$ cat src/mul_cfg.svh
// multiplier configuration macros for operand, booth row and compressor widths
`ifndef MUL_CFG_SVH
`define MUL_CFG_SVH

// ============================================================
// operand widths
// ============================================================
// multiplicand
`define MUL_A_W    52
// multiplier
`define MUL_B_W    26

// ============================================================
// booth array and tree widths
// ============================================================
// multiplicand plus two zero bits, room for the doubled value
`define MUL_PP_W   54
// radix-4 digits over the zero-extended multiplier
`define MUL_ROWS   14
// compressor row width, levels one and two
`define MUL_DST_W  82
// final carry-save vectors
`define MUL_OUT_W  84

`endif

$ cat src/mul_pkg.sv
// shared types for the booth multiplier: digit select, row and carry-save vectors
`include "mul_cfg.svh"

package mul_pkg;

  // booth digit select, decoded from a 3-bit window
  typedef enum logic [2:0] {
    SEL_ZERO,
    SEL_POS1,
    SEL_POS2,
    SEL_NEG1,
    SEL_NEG2
  } booth_sel_e;

  // one recoded row before alignment
  typedef struct packed {
    // selected multiple, complemented for negative digits
    logic [`MUL_PP_W-1:0] product;
    // +1 correction, bit 0 for -A, bit 1 for -2A
    logic [1:0]           hot;
    // inverted row sign
    logic                 sign_n;
  } booth_row_t;

  // aligned compressor row
  typedef logic [`MUL_DST_W-1:0] dst_row_t;

  // all aligned rows, 14 booth rows plus the trailing hot row
  typedef struct packed {
    dst_row_t [`MUL_ROWS:0] row;
  } pp_rows_t;

  // four rows across the mid register
  typedef struct packed {
    dst_row_t r0;
    dst_row_t r1;
    dst_row_t r2;
    dst_row_t r3;
  } csa_quad_t;

  // final carry-save pair, sum + carry mod 2^84 is the product
  typedef struct packed {
    logic [`MUL_OUT_W-1:0] sum;
    logic [`MUL_OUT_W-1:0] carry;
  } csa_pair_t;

endpackage

$ cat src/booth_row_gen.sv
// radix-4 booth digit decoder and partial product row generator
`timescale 1ns/100ps
`include "mul_cfg.svh"

module booth_row_gen (
  input  logic [`MUL_PP_W-1:0] multiplicand,
  input  logic [2:0]           window,
  output mul_pkg::booth_row_t  row
);

  mul_pkg::booth_sel_e  sel;
  logic [`MUL_PP_W-1:0] dbl;

  // 2A, top bit of multiplicand is always zero so nothing is lost
  assign dbl = {multiplicand[`MUL_PP_W-2:0], 1'b0};

  // ============================================================
  // digit decode
  // ============================================================
  // window is {b[2i+1], b[2i], b[2i-1]}
  always_comb begin
    case (window)
      3'b001,
      3'b010:  sel = mul_pkg::SEL_POS1;
      3'b011:  sel = mul_pkg::SEL_POS2;
      3'b100:  sel = mul_pkg::SEL_NEG2;
      3'b101,
      3'b110:  sel = mul_pkg::SEL_NEG1;
      // 000 and 111 both give zero
      default: sel = mul_pkg::SEL_ZERO;
    endcase
  end

  // ============================================================
  // row select
  // ============================================================
  always_comb begin
    // zero digit, positive sign
    row.product = '0;
    row.hot     = 2'b00;
    row.sign_n  = 1'b1;
    case (sel)
      mul_pkg::SEL_POS1: row.product = multiplicand;
      mul_pkg::SEL_POS2: row.product = dbl;
      mul_pkg::SEL_NEG1: begin
        // -A = ~A + 1
        row.product = ~multiplicand;
        row.hot     = 2'b01;
        row.sign_n  = 1'b0;
      end
      mul_pkg::SEL_NEG2: begin
        // -2A = ~2A + 1 = {~A, 0} + 2
        row.product = {~multiplicand[`MUL_PP_W-2:0], 1'b0};
        row.hot     = 2'b10;
        row.sign_n  = 1'b0;
      end
      default: ;
    endcase
  end

endmodule

$ cat src/csa_4to2.sv
// 4:2 carry-save compressor over a vector, carry out with weight two
`timescale 1ns/100ps
`include "mul_cfg.svh"

module csa_4to2 #(
  parameter int WIDTH = `MUL_DST_W
) (
  input  logic [WIDTH-1:0] in0,
  input  logic [WIDTH-1:0] in1,
  input  logic [WIDTH-1:0] in2,
  input  logic [WIDTH-1:0] in3,
  output logic [WIDTH-1:0] sum,
  output logic [WIDTH-1:0] carry
);

  logic [WIDTH-1:0] maj;
  logic [WIDTH-1:0] xor4;
  logic [WIDTH-1:0] cin;

  // first full adder, carry part
  assign maj = (in0 & in1) |
               (in1 & in2) |
               (in0 & in2);

  // parity of all four inputs
  assign xor4 = in0 ^ in1 ^ in2 ^ in3;

  // majority moves up one bit into the second adder
  // top bit falls off, result is mod 2^WIDTH
  assign cin = {maj[WIDTH-2:0], 1'b0};

  // second full adder
  assign sum = xor4 ^ cin;

  // maj of (in0^in1^in2, in3, cin)
  // caller shifts it left one bit
  assign carry = (xor4 & cin) |
                 (~xor4 & in3);

endmodule

$ cat src/csa_tree.sv
// three-level carry-save tree, 15 rows to 2, with mid and output registers
`timescale 1ns/100ps
`include "mul_cfg.svh"

module csa_tree (
  input  logic                clk,
  input  logic                arst_n,
  input  logic                stage1_en,
  input  logic                stage2_en,
  input  mul_pkg::pp_rows_t   rows,
  output mul_pkg::csa_pair_t  result
);

  localparam int W = `MUL_DST_W;

  // level one outputs, index 3 is the 3:2 on rows 12-14
  mul_pkg::dst_row_t   s0 [4];
  mul_pkg::dst_row_t   c0 [4];
  // level two outputs
  mul_pkg::dst_row_t   s1 [2];
  mul_pkg::dst_row_t   c1 [2];

  mul_pkg::csa_quad_t  mid_d;
  mul_pkg::csa_quad_t  mid_q;

  // level three, one bit wider
  logic [W:0]          p2 [4];
  logic [W:0]          s2;
  logic [W:0]          c2;
  mul_pkg::csa_pair_t  out_d;

  // ============================================================
  // level one, 15 to 8
  // ============================================================
  for (genvar j = 0; j < 3; j++) begin : g_lvl1
    csa_4to2 #(.WIDTH(W)) x_csa_lvl1 (
      .in0   (rows.row[4*j]),
      .in1   (rows.row[4*j+1]),
      .in2   (rows.row[4*j+2]),
      .in3   (rows.row[4*j+3]),
      .sum   (s0[j]),
      .carry (c0[j])
    );
  end

  // rows 12-14, plain full adder
  assign s0[3] = rows.row[12] ^ rows.row[13] ^ rows.row[14];
  assign c0[3] = (rows.row[12] & rows.row[13]) |
                 (rows.row[12] & rows.row[14]) |
                 (rows.row[13] & rows.row[14]);

  // ============================================================
  // level two, 8 to 4
  // ============================================================
  // carries pick up their weight here
  for (genvar k = 0; k < 2; k++) begin : g_lvl2
    csa_4to2 #(.WIDTH(W)) x_csa_lvl2 (
      .in0   (s0[2*k]),
      .in1   ({c0[2*k][W-2:0], 1'b0}),
      .in2   (s0[2*k+1]),
      .in3   ({c0[2*k+1][W-2:0], 1'b0}),
      .sum   (s1[k]),
      .carry (c1[k])
    );
  end

  assign mid_d.r0 = s1[0];
  assign mid_d.r1 = c1[0];
  assign mid_d.r2 = s1[1];
  assign mid_d.r3 = c1[1];

  // mid register, loads with the stage one beat
  always_ff @(posedge clk or negedge arst_n) begin
    if (!arst_n) begin
      mid_q <= '0;
    end else if (stage1_en) begin
      mid_q <= mid_d;
    end
  end

  // ============================================================
  // level three, 4 to 2
  // ============================================================
  // sums sign-extended, carries shifted
  assign p2[0] = {mid_q.r0[W-1], mid_q.r0};
  assign p2[1] = {mid_q.r1, 1'b0};
  assign p2[2] = {mid_q.r2[W-1], mid_q.r2};
  assign p2[3] = {mid_q.r3, 1'b0};

  csa_4to2 #(.WIDTH(W + 1)) x_csa_lvl3 (
    .in0   (p2[0]),
    .in1   (p2[1]),
    .in2   (p2[2]),
    .in3   (p2[3]),
    .sum   (s2),
    .carry (c2)
  );

  // widen to output width
  assign out_d.sum   = {s2[W], s2};
  assign out_d.carry = {c2, 1'b0};

  // output register, holds while stage two is idle
  always_ff @(posedge clk or negedge arst_n) begin
    if (!arst_n) begin
      result <= '0;
    end else if (stage2_en) begin
      result <= out_d;
    end
  end

endmodule

$ cat src/mul_52x26_top.sv
// 52x26 unsigned booth multiplier top, two-cycle carry-save pipeline
`timescale 1ns/100ps
`include "mul_cfg.svh"

module mul_52x26_top (
  input  logic                clk,
  input  logic                arst_n,
  input  logic                in_vld,
  input  logic [`MUL_A_W-1:0] a,
  input  logic [`MUL_B_W-1:0] b,
  output logic                out_vld,
  output mul_pkg::csa_pair_t  result
);

  // aligned partial product rows, combinational
  mul_pkg::pp_rows_t rows;

  // valid shift register
  // bit 0 marks the mid register, bit 1 the output register
  logic [1:0] vld_q;

  // ============================================================
  // valid pipeline
  // ============================================================
  always_ff @(posedge clk or negedge arst_n) begin
    if (!arst_n) begin
      vld_q <= 2'b00;
    end else begin
      vld_q <= {vld_q[0], in_vld};
    end
  end

  // beat leaves with the output register
  assign out_vld = vld_q[1];

  // ============================================================
  // datapath
  // ============================================================
  pp_array x_pp_array (
    .a    (a),
    .b    (b),
    .rows (rows)
  );

  // mid register takes the incoming beat
  // output register takes the beat sitting in mid
  csa_tree x_csa_tree (
    .clk       (clk),
    .arst_n    (arst_n),
    .stage1_en (in_vld),
    .stage2_en (vld_q[0]),
    .rows      (rows),
    .result    (result)
  );

endmodule

$ cat src/pp_array.sv
// booth partial product array: digit windows, 14 row generators, aligned rows
`timescale 1ns/100ps
`include "mul_cfg.svh"

module pp_array (
  input  logic [`MUL_A_W-1:0] a,
  input  logic [`MUL_B_W-1:0] b,
  output mul_pkg::pp_rows_t   rows
);

  // windows span 2 bits per digit plus the appended zero
  localparam int CODE_W = 2 * `MUL_ROWS + 1;
  // one placed row: leading one, sign_n, product, hot of row above
  localparam int SPAN_W = `MUL_PP_W + 4;

  logic [`MUL_PP_W-1:0] multiplicand;
  logic [CODE_W-1:0]    code;
  mul_pkg::booth_row_t  pp [`MUL_ROWS];

  // ============================================================
  // operand extension
  // ============================================================
  // unsigned operands, zero on top
  assign multiplicand = {{(`MUL_PP_W - `MUL_A_W){1'b0}}, a};
  // zero appended below b for the first window
  assign code = {{(CODE_W - `MUL_B_W - 1){1'b0}}, b, 1'b0};

  // ============================================================
  // row generators
  // ============================================================
  for (genvar i = 0; i < `MUL_ROWS; i++) begin : g_row
    booth_row_gen x_booth_row_gen (
      .multiplicand (multiplicand),
      .window       (code[2*i+2 -: 3]),
      .row          (pp[i])
    );
  end

  // ============================================================
  // row placement
  // ============================================================
  always_comb begin
    // first row
    // sign extension folded into {s_n, s, s}
    rows.row[0] = {{(`MUL_DST_W - `MUL_PP_W - 3){1'b0}},
                   pp[0].sign_n,
                   ~pp[0].sign_n,
                   ~pp[0].sign_n,
                   pp[0].product};

    // later rows, 2 bits per digit
    // hot of previous row sits right under this row's product
    for (int i = 1; i < `MUL_ROWS; i++) begin
      rows.row[i] = {{(`MUL_DST_W - SPAN_W){1'b0}},
                     1'b1,
                     pp[i].sign_n,
                     pp[i].product,
                     pp[i-1].hot} << (2 * i - 2);
    end

    // last hot pair gets its own row
    rows.row[`MUL_ROWS] = {{(`MUL_DST_W - 2){1'b0}},
                           pp[`MUL_ROWS-1].hot} << (2 * `MUL_ROWS - 2);
  end

endmodule

$ cat config.mk
export PLATFORM = sky130hd
export DESIGN_NAME = mul_52x26_top
export DESIGN_NICKNAME = d
export VERILOG_FILES = /design/src/mul_pkg.sv /design/src/booth_row_gen.sv /design/src/csa_4to2.sv /design/src/csa_tree.sv /design/src/mul_52x26_top.sv /design/src/pp_array.sv
export VERILOG_INCLUDE_DIRS = /design/src
export SDC_FILE = /design/constraint.sdc
export NUM_CORES = 2
export LEC_CHECK = 0
export BUFFER_PORTS_ARGS = -buffer_cell sky130_fd_sc_hd__buf_2
export CAP_MARGIN = 40
export CORE_UTILIZATION = 50
export CTS_CLUSTER_SIZE = 20
export DETAILED_ROUTE_END_ITERATION = 7
export PLACE_DENSITY = 0.79
export SLEW_MARGIN = 20
export SYNTH_ARGS = -nofsm -noshare
export SYNTH_HDL_FRONTEND = slang
export SYNTH_SLANG_ARGS = --single-unit
$ cat constraint.sdc
create_clock -name clk -period 2 [get_ports clk]
set_clock_uncertainty 0.1 [all_clocks]
set_input_delay 0.4 -clock clk [delete_from_list [all_inputs] [get_ports clk]]
set_output_delay 0.4 -clock clk [all_outputs]
set_load 0.005 [all_outputs]
# Yosys cells after proc, flatten, opt, wreduce, memory -nomap -nowiden
# Cells that the tools add are included.
# totals
register_bits	496
inputBits	81
out_inout_bits	169
elab_cells	292
# op_classes
n_eq_ne	131
muxes	42
bitwise	88
reduce_logical	24
# ops
cell	n
case mux 54 bit (4 select lines)	14
bitwise OR 81 bit	9
AND 82 bit	7
bitwise XOR 82 bit	6
bitwise XOR 83 bit	4
bitwise OR 82 bit	4
AND 81 bit	4
AND 83 bit	2
inverter 82 bit	2
AND 62 x 81 -> 81 bit	2
AND 78 x 81 -> 81 bit	2
equality test 3 x 2 -> 1 bit, second input constant	52
equality test 3 bit, second input constant	50
case mux 3 bit (4 select lines)	12
case mux 3 bit (2 select lines)	14
inverter 83 bit	1
bitwise OR 83 bit	1
bitwise XOR 62 x 82 -> 82 bit	1
bitwise XOR 78 x 82 -> 82 bit	1
bitwise XOR 80 x 82 -> 82 bit	1
bitwise XOR 82 x 28 -> 82 bit	1
AND 70 x 81 -> 81 bit	1
AND 80 x 81 -> 81 bit	1
AND 81 x 28 -> 81 bit	1
43 further kinds	92

# Logic depth before layout (Yosys ltp)
# logic_depth
word_depth	17
ltp_mapped	16
ltp_nobuf	13

# Modules after synthesis
# A second synthesis with hierarchy kept.
# hier_totals
hier_cells	9682
hier_area_um2	93992.6
# by_module_without_submodules
module	n_inst	cells_each	area_per_inst_um2	seq_area_each_um2
booth_row_gen	14	266	2710.1	0.0
csa_4to2 at x_csa_tree.g_lvl1[0].x_csa_lvl1 ...	5	731	5408.9	0.0
csa_tree	1	1127	20234.4	12361.9
csa_4to2 at x_csa_tree.x_csa_lvl3	1	740	5475.3	0.0
pp_array	1	434	3246.9	0.0
mul_52x26_top	1	2	50.0	50.0

# Least setup slack after synthesis
# No wires, ideal clock.
# synth_timing
path_kind	input -> register
startpoint	input b[17]
endpoint	register x_csa_tree.mid_q[138] (netlist name)
setup_ns	0.125
arrival_time_ns	3.759
t_required_ns	1.775
path_slack_ns	-1.984
cell_stages	13
path_buffers	3
cell_sequence	clkbuf_1 clkbuf_1 clkbuf_1 xor2_1 a22oi_1 o21ai_0 fa_1 maj3_1 inv_1 fa_1 xnor2_1 xnor2_1 mux2_2
# synth_between
elab_chain_cells	15
elab_cells_between_ends	50
classes_between	20 x eq/ne; 4 x mux; 22 x bitwise; 4 x reduce/logical
# synth_lines
element	line	source
from (decl)	mul_52x26_top.sv:10	input logic [`MUL_B_W-1:0] b,
equality test 3 bit, or another cell as far along	booth_row_gen.sv:22	case (window)
OR reduction 2 bit	booth_row_gen.sv:22	
case mux 3 bit (4 select lines)	booth_row_gen.sv:22	
equality test 3 bit, or another cell as far along	booth_row_gen.sv:42	case (sel)
case mux 54 bit (4 select lines)	booth_row_gen.sv:42	
bitwise XOR 72 x 74 -> 74 bit	csa_4to2.sv:26	assign xor4 = in0 ^ in1 ^ in2 ^ in3;
bitwise XOR 74 x 76 -> 76 bit	csa_4to2.sv:26	
bitwise XOR 76 x 78 -> 78 bit	csa_4to2.sv:26	
inverter 78 -> 81 bit	csa_4to2.sv:38	(~xor4 & in3);
AND 81 x 78 -> 81 bit	csa_4to2.sv:38	
bitwise OR 81 bit	csa_4to2.sv:37	assign carry = (xor4 & cin) |
bitwise XOR 78 x 82 -> 82 bit, or another cell as far along	csa_4to2.sv:26	
bitwise XOR 82 bit / bitwise OR 81 bit (equally long branches)	csa_4to2.sv:26, csa_4to2.sv:21	
bitwise XOR 82 bit / bitwise OR 81 bit (equally long branches)	csa_4to2.sv:26, csa_4to2.sv:22	
bitwise XOR 82 bit *	csa_4to2.sv:33	assign sum = xor4 ^ cin;
to (signal assigned)	csa_tree.sv:77	mid_q <= mid_d;
to (decl)	csa_tree.sv:24	mul_pkg::csa_quad_t mid_q;
# Mark *: on every way between the ends. The rest lies on a longest branch, timed or not.
# A chain may end at the register's enable or synchronous reset.

# Final worst setup path
# layout_timing
startpoint	input b[11]
endpoint	register x_csa_tree.mid_q[214] (netlist name)
# layout_between
elab_chain_cells	15
elab_cells_between_ends	51
classes_between	20 x eq/ne; 4 x mux; 23 x bitwise; 4 x reduce/logical
# layout_lines
element	line
equality test 3 bit, or another cell as far along	booth_row_gen.sv:22
OR reduction 2 bit	booth_row_gen.sv:22
case mux 3 bit (4 select lines)	booth_row_gen.sv:22
equality test 3 bit, or another cell as far along	booth_row_gen.sv:42
case mux 54 bit (4 select lines)	booth_row_gen.sv:42
bitwise XOR 64 x 66 -> 66 bit	csa_4to2.sv:26
bitwise XOR 66 x 68 -> 68 bit	csa_4to2.sv:26
bitwise XOR 68 x 70 -> 70 bit	csa_4to2.sv:26
inverter 70 -> 81 bit	csa_4to2.sv:38
AND 81 x 70 -> 81 bit	csa_4to2.sv:38
bitwise OR 81 bit	csa_4to2.sv:37
bitwise XOR 82 bit	csa_4to2.sv:26
inverter 82 bit	csa_4to2.sv:38
AND 82 bit	csa_4to2.sv:38
bitwise OR 82 bit *	csa_4to2.sv:37
# Marks and branches as above.

==> flow_results.xml <==
<?xml version="1.0" encoding="UTF-8"?>
<metrics>
  <group name="critical_path">
    <metric name="cp_common_cell" unit="">fa_2</metric>
    <metric name="critical_path.cell_chain" unit="">buf_8 &gt; or3b_4 &gt; buf_6 &gt; buf_12 &gt; o22ai_4 &gt; a21oi_2 &gt; fa_2 &gt; xnor2_2 &gt; xnor2_1 &gt; fa_2 &gt; buf_4 &gt; a21oi_1 &gt; a221o_1</metric>
    <metric name="worst_setup_path_end_kind" unit="">register</metric>
    <metric name="worstSetupStartpoint" unit="">b[11]</metric>
    <metric name="worst_reg2reg_endpoint" unit="">x_csa_tree.result[58]</metric>
    <metric name="cpMaxStageDelayCell" unit="">a21oi_1</metric>
    <metric name="setup.worst_path.end" unit="">x_csa_tree.mid_q[214]</metric>
    <metric name="worst-path-max-fanout" unit="">8</metric>
    <metric name="timing.setup.critical_path_class" unit="">input pin to register</metric>
    <metric name="worst_ep_arrival_time" unit="ns">4.02</metric>
    <metric name="ff2ff_path_depth" unit="">3</metric>
    <metric name="cp_data_required_time" unit="ns">2.51</metric>
    <metric name="cp-start-kind" unit="">input pin</metric>
    <metric name="rrSetupSlack" unit="ns">0.11</metric>
    <metric name="worstReg2RegStart" unit="">x_csa_tree.mid_q[220]</metric>
    <metric name="worst_path_largest_cell_delay" unit="ns">0.62</metric>
  </group>
  <group name="drt">
    <metric name="antenna_violating_nets_post_route" unit="">0</metric>
    <metric name="avg_vias_per_cell" unit="">6.62</metric>
    <metric name="routed_wl" unit="mm">214</metric>
    <metric name="num_vias" unit="">52193</metric>
    <metric name="drc" unit="">126</metric>
    <metric name="dr.pass1.iters" unit="">8</metric>
    <metric name="wl_per_cell" unit="um">27.2</metric>
    <metric name="first_iter_violations" unit="">6939</metric>
  </group>
  <group name="synthesis">
    <metric name="async_reset_ff_share" unit="%">100</metric>
    <metric name="synth-seq-area-share" unit="%">20.6</metric>
    <metric name="syn-mean-instance-area" unit="um^2">9.18</metric>
    <metric name="flip_flop_cell_with_the_highest_count_after_synthesis" unit="">dfrtp_1</metric>
    <metric name="synth-warning-count" unit="">0</metric>
    <metric name="yosysUniqueCellTypes" unit="">52</metric>
    <metric name="post_synth_edffs" unit="">0</metric>
    <metric name="total_of_flip_flops_plus_latches_after_synthesis" unit="">419</metric>
    <metric name="gate_count_of_the_mapped_netlist" unit="">5543</metric>
    <metric name="mappedNetlistArea" unit="um^2">50900</metric>
  </group>
  <group name="run">
    <metric name="max_cap_violations" unit="">0</metric>
  </group>
  <group name="global_route">
    <metric name="grt_first_pass_wirelength" unit="mm">293</metric>
    <metric name="globalRouteOverflowTotal" unit="">0</metric>
    <metric name="grt_start_max_net_pins" unit="">78</metric>
    <metric name="antenna_found_initial" unit="">12</metric>
    <metric name="grt_pass1_vias" unit="">50719</metric>
    <metric name="grt_usage" unit="%">36.4</metric>
  </group>
  <group name="die">
    <metric name="die_area" unit="um^2">103000</metric>
    <metric name="start_util" unit="%">50.6</metric>
    <metric name="die_height" unit="um">321</metric>
    <metric name="std_cell_rows" unit="">116</metric>
    <metric name="pin_count" unit="">250</metric>
    <metric name="coreArea" unit="um^2">100000</metric>
    <metric name="die_width" unit="um">321</metric>
  </group>
  <group name="timing">
    <metric name="finalHoldViolCount" unit="">0</metric>
    <metric name="final.hold.worst_slack" unit="ns">0.123</metric>
    <metric name="fin_ws" unit="ns">-1.51</metric>
    <metric name="timing.fmax" unit="MHz">285</metric>
    <metric name="rsz0062_at_grt" unit="">yes</metric>
    <metric name="setup_violations" unit="">248</metric>
    <metric name="slew_viol_final" unit="">0</metric>
    <metric name="final_period_minus_worst_setup_slack" unit="ns">3.51</metric>
    <metric name="worst_slew_margin_relative_to_its_limit" unit="%">39.1</metric>
    <metric name="worst_slew_pin_slew" unit="ns">0.914</metric>
    <metric name="post-route-period-util" unit="%">175</metric>
  </group>
  <group name="hold_path">
    <metric name="worstHoldPathType" unit="">input pin to register</metric>
    <metric name="holdPathStages" unit="">3</metric>
  </group>
  <group name="pwr">
    <metric name="internal_power" unit="W">0.0558</metric>
    <metric name="share_clk_of_total_power" unit="%">10.8</metric>
    <metric name="ir_worst_vdd" unit="mV">0.675</metric>
    <metric name="total_switching_power" unit="W">0.0397</metric>
    <metric name="combinational_share_of_power" unit="%">73.1</metric>
    <metric name="switching_share" unit="%">41.6</metric>
    <metric name="total_power" unit="W">0.0955</metric>
    <metric name="p_per_area" unit="nW/um^2">1310</metric>
    <metric name="power.leakage" unit="nW">30.5</metric>
    <metric name="sequentialPowerShare" unit="%">16.2</metric>
  </group>
  <group name="final_layout">
    <metric name="area.growth.synth_to_final" unit="%">43.6</metric>
    <metric name="layout.filler_cells" unit="">6121</metric>
    <metric name="layout-drive-gt1-share" unit="%">44.5</metric>
    <metric name="layout.cells.most_common_list" unit="">buf_4 (897), xnor2_1 (574), xor2_1 (462)</metric>
    <metric name="final_net_count" unit="">7020</metric>
    <metric name="area_used_by_multi_input_combinational_logic" unit="um^2">43500</metric>
    <metric name="leading_cell_type_in_the_layout_fill_and_taps_excluded" unit="">buf_4</metric>
    <metric name="register_area" unit="um^2">10500</metric>
  </group>
  <group name="clock_network">
    <metric name="maximum_clock_path_buffer_count" unit="">3</metric>
    <metric name="worst_skew_pair.late_latency" unit="ns">0.69</metric>
    <metric name="cts_made_buffers" unit="">51</metric>
    <metric name="clock-root-buffer" unit="">clkbuf_16</metric>
    <metric name="clk_pin_slew" unit="ns">0.07</metric>
    <metric name="cts-htree-levels" unit="">2</metric>
    <metric name="tritoncts_clock_tree" unit="">built</metric>
    <metric name="clkSinkCount" unit="">419</metric>
  </group>
  <group name="place">
    <metric name="post-place-ws" unit="ns">-1.88</metric>
    <metric name="dpl.hpwl" unit="mm">128</metric>
    <metric name="place_congestion" unit="">0.962</metric>
    <metric name="port-buffer-count" unit="">240</metric>
  </group>
  <group name="status">
    <metric name="run_status" unit="">finished, violations left</metric>
    <metric name="failed_checks" unit="">DRC, setup timing</metric>
  </group>
</metrics>
area by class of cell:
class | instances | area share [%]
diodes | 3 | 0.0103
clock buffers | 71 | 2.05
clock inverters | 20 | 0.379
inverters | 254 | 1.34
multi-input cells | 4269 | 59.6
flip-flops and latches | 419 | 14.4
well taps | 1357 | 2.33
repair buffers | 1486 | 20.0
flip-flops by register name (all words and copies together), names as in the netlist:
register	flops
x_csa_tree.result	156
vld_q	2
x_csa_tree.mid_q	261
how the worst min path moves through the flow:
stage                                       end   start  slack (ns)
final                     x_csa_tree.mid_q[275]  in_vld        0.12
after global routing      x_csa_tree.mid_q[232]  in_vld        0.13
after CTS                 x_csa_tree.mid_q[232]  in_vld        0.13
after detailed placement   x_csa_tree.result[9]  arst_n        0.26
after global placement     x_csa_tree.result[8]  arst_n        0.26
after floorplan                        vld_q[0]  arst_n       0.004
logic make-up after synthesis:
family                   count (synthesis)  synth area share, %
buffers and inverters                  865                 6.56
AND/OR/NAND/NOR                        583                 6.01
AO/OA/AOI/OAI                         1419                 17.9
XOR/XNOR                              1275                 22.0
adder cells (fa/ha/maj)                670                 20.2
multiplexers                           311                 6.75
other                                    1              0.00737
flip-flops                             419                 20.6
stage by stage:
step           util, %  setup TNS (ns)  area [um^2]  instances
2_1_floorplan        -         -314.00        54100       5551
3_3_place_gp      63.3         -394.08        63500       7618
3_5_place_dp      63.3         -406.66        63500       7618
4_1_cts           68.4         -214.99        68700       7804
5_1_grt           72.7         -246.63        73000       7877
6_report          72.7         -239.05        73000       7879
worst max-delay path, delay by kind of cell:
family	cells	cell delay (ns)
compound gates	4	1.10
xor+xnor	2	0.29
fa+ha+maj	2	0.99
buf+inv	4	0.64
simple gates	1	0.58
cell usage after synthesis, types with 10 or more instances:
cell type,count,area share (%)
buf_2,19,0.19
o211ai_1,56,0.83
o21ai_0,336,3.3
ha_1,135,3.3
nand2_1,94,0.69
xnor2_1,784,13
fa_1,323,13
buf_4,13,0.19
a221oi_1,107,1.8
mux2i_1,55,1.1
a21oi_1,302,3.0
nor4b_1,46,0.79
inv_1,253,1.9
nor3_1,46,0.45
nor2b_1,17,0.21
a211oi_1,46,0.68
maj3_1,212,4.2
dfrtp_1,419,21
nand2b_1,10,0.12
nor2_1,237,1.7
mux2_2,256,5.7
buf_1,129,0.95
a22oi_1,297,4.4
xor2_1,489,8.4
a221o_1,49,0.96
clkbuf_1,448,3.3
o22ai_1,196,2.4
and2_1,61,0.75
and4b_1,43,0.85
per-layer routing:
layer / global-route usage (%) / wire length (um) / vias to the layer above
met5: 0 / 273 / -
met4: 20.7 / 18500 / 21
met3: 10.1 / 29000 / 1542
met2: 57.3 / 92900 / 4076
met1: 44.7 / 73300 / 25338
li1: - / - / 21216
power groups by stage:
| stage | clock network (W) | logic (W) | registers [W] |
|---|---|---|---|
| 4_1_cts | 0.0103 | 0.0605 | 0.0153 |
| 3_5_place_dp | 0 | 0.0570 | 0.0154 |
| 5_1_grt | 0.0107 | 0.0741 | 0.0158 |
| 6_report | 0.0103 | 0.0698 | 0.0154 |
| 3_3_place_gp | 0 | 0.0548 | 0.0152 |
| 2_1_floorplan | 0 | 0.0409 | 0.0146 |
repair_timing:
| item | in CTS | in global routing |
|---|---|---|
| hold endpoints to repair | 139 | 0 |
| gates cloned | 38 | 13 |
| hold buffers | 1 | 0 |
| resized for setup | 421 | 808 |
| pin swaps | 277 | 555 |
| setup buffers | 62 | 86 |
| endpoints found under the setup margin | 247 | 248 |
Note: power is estimated with default switching activity, not from simulation.
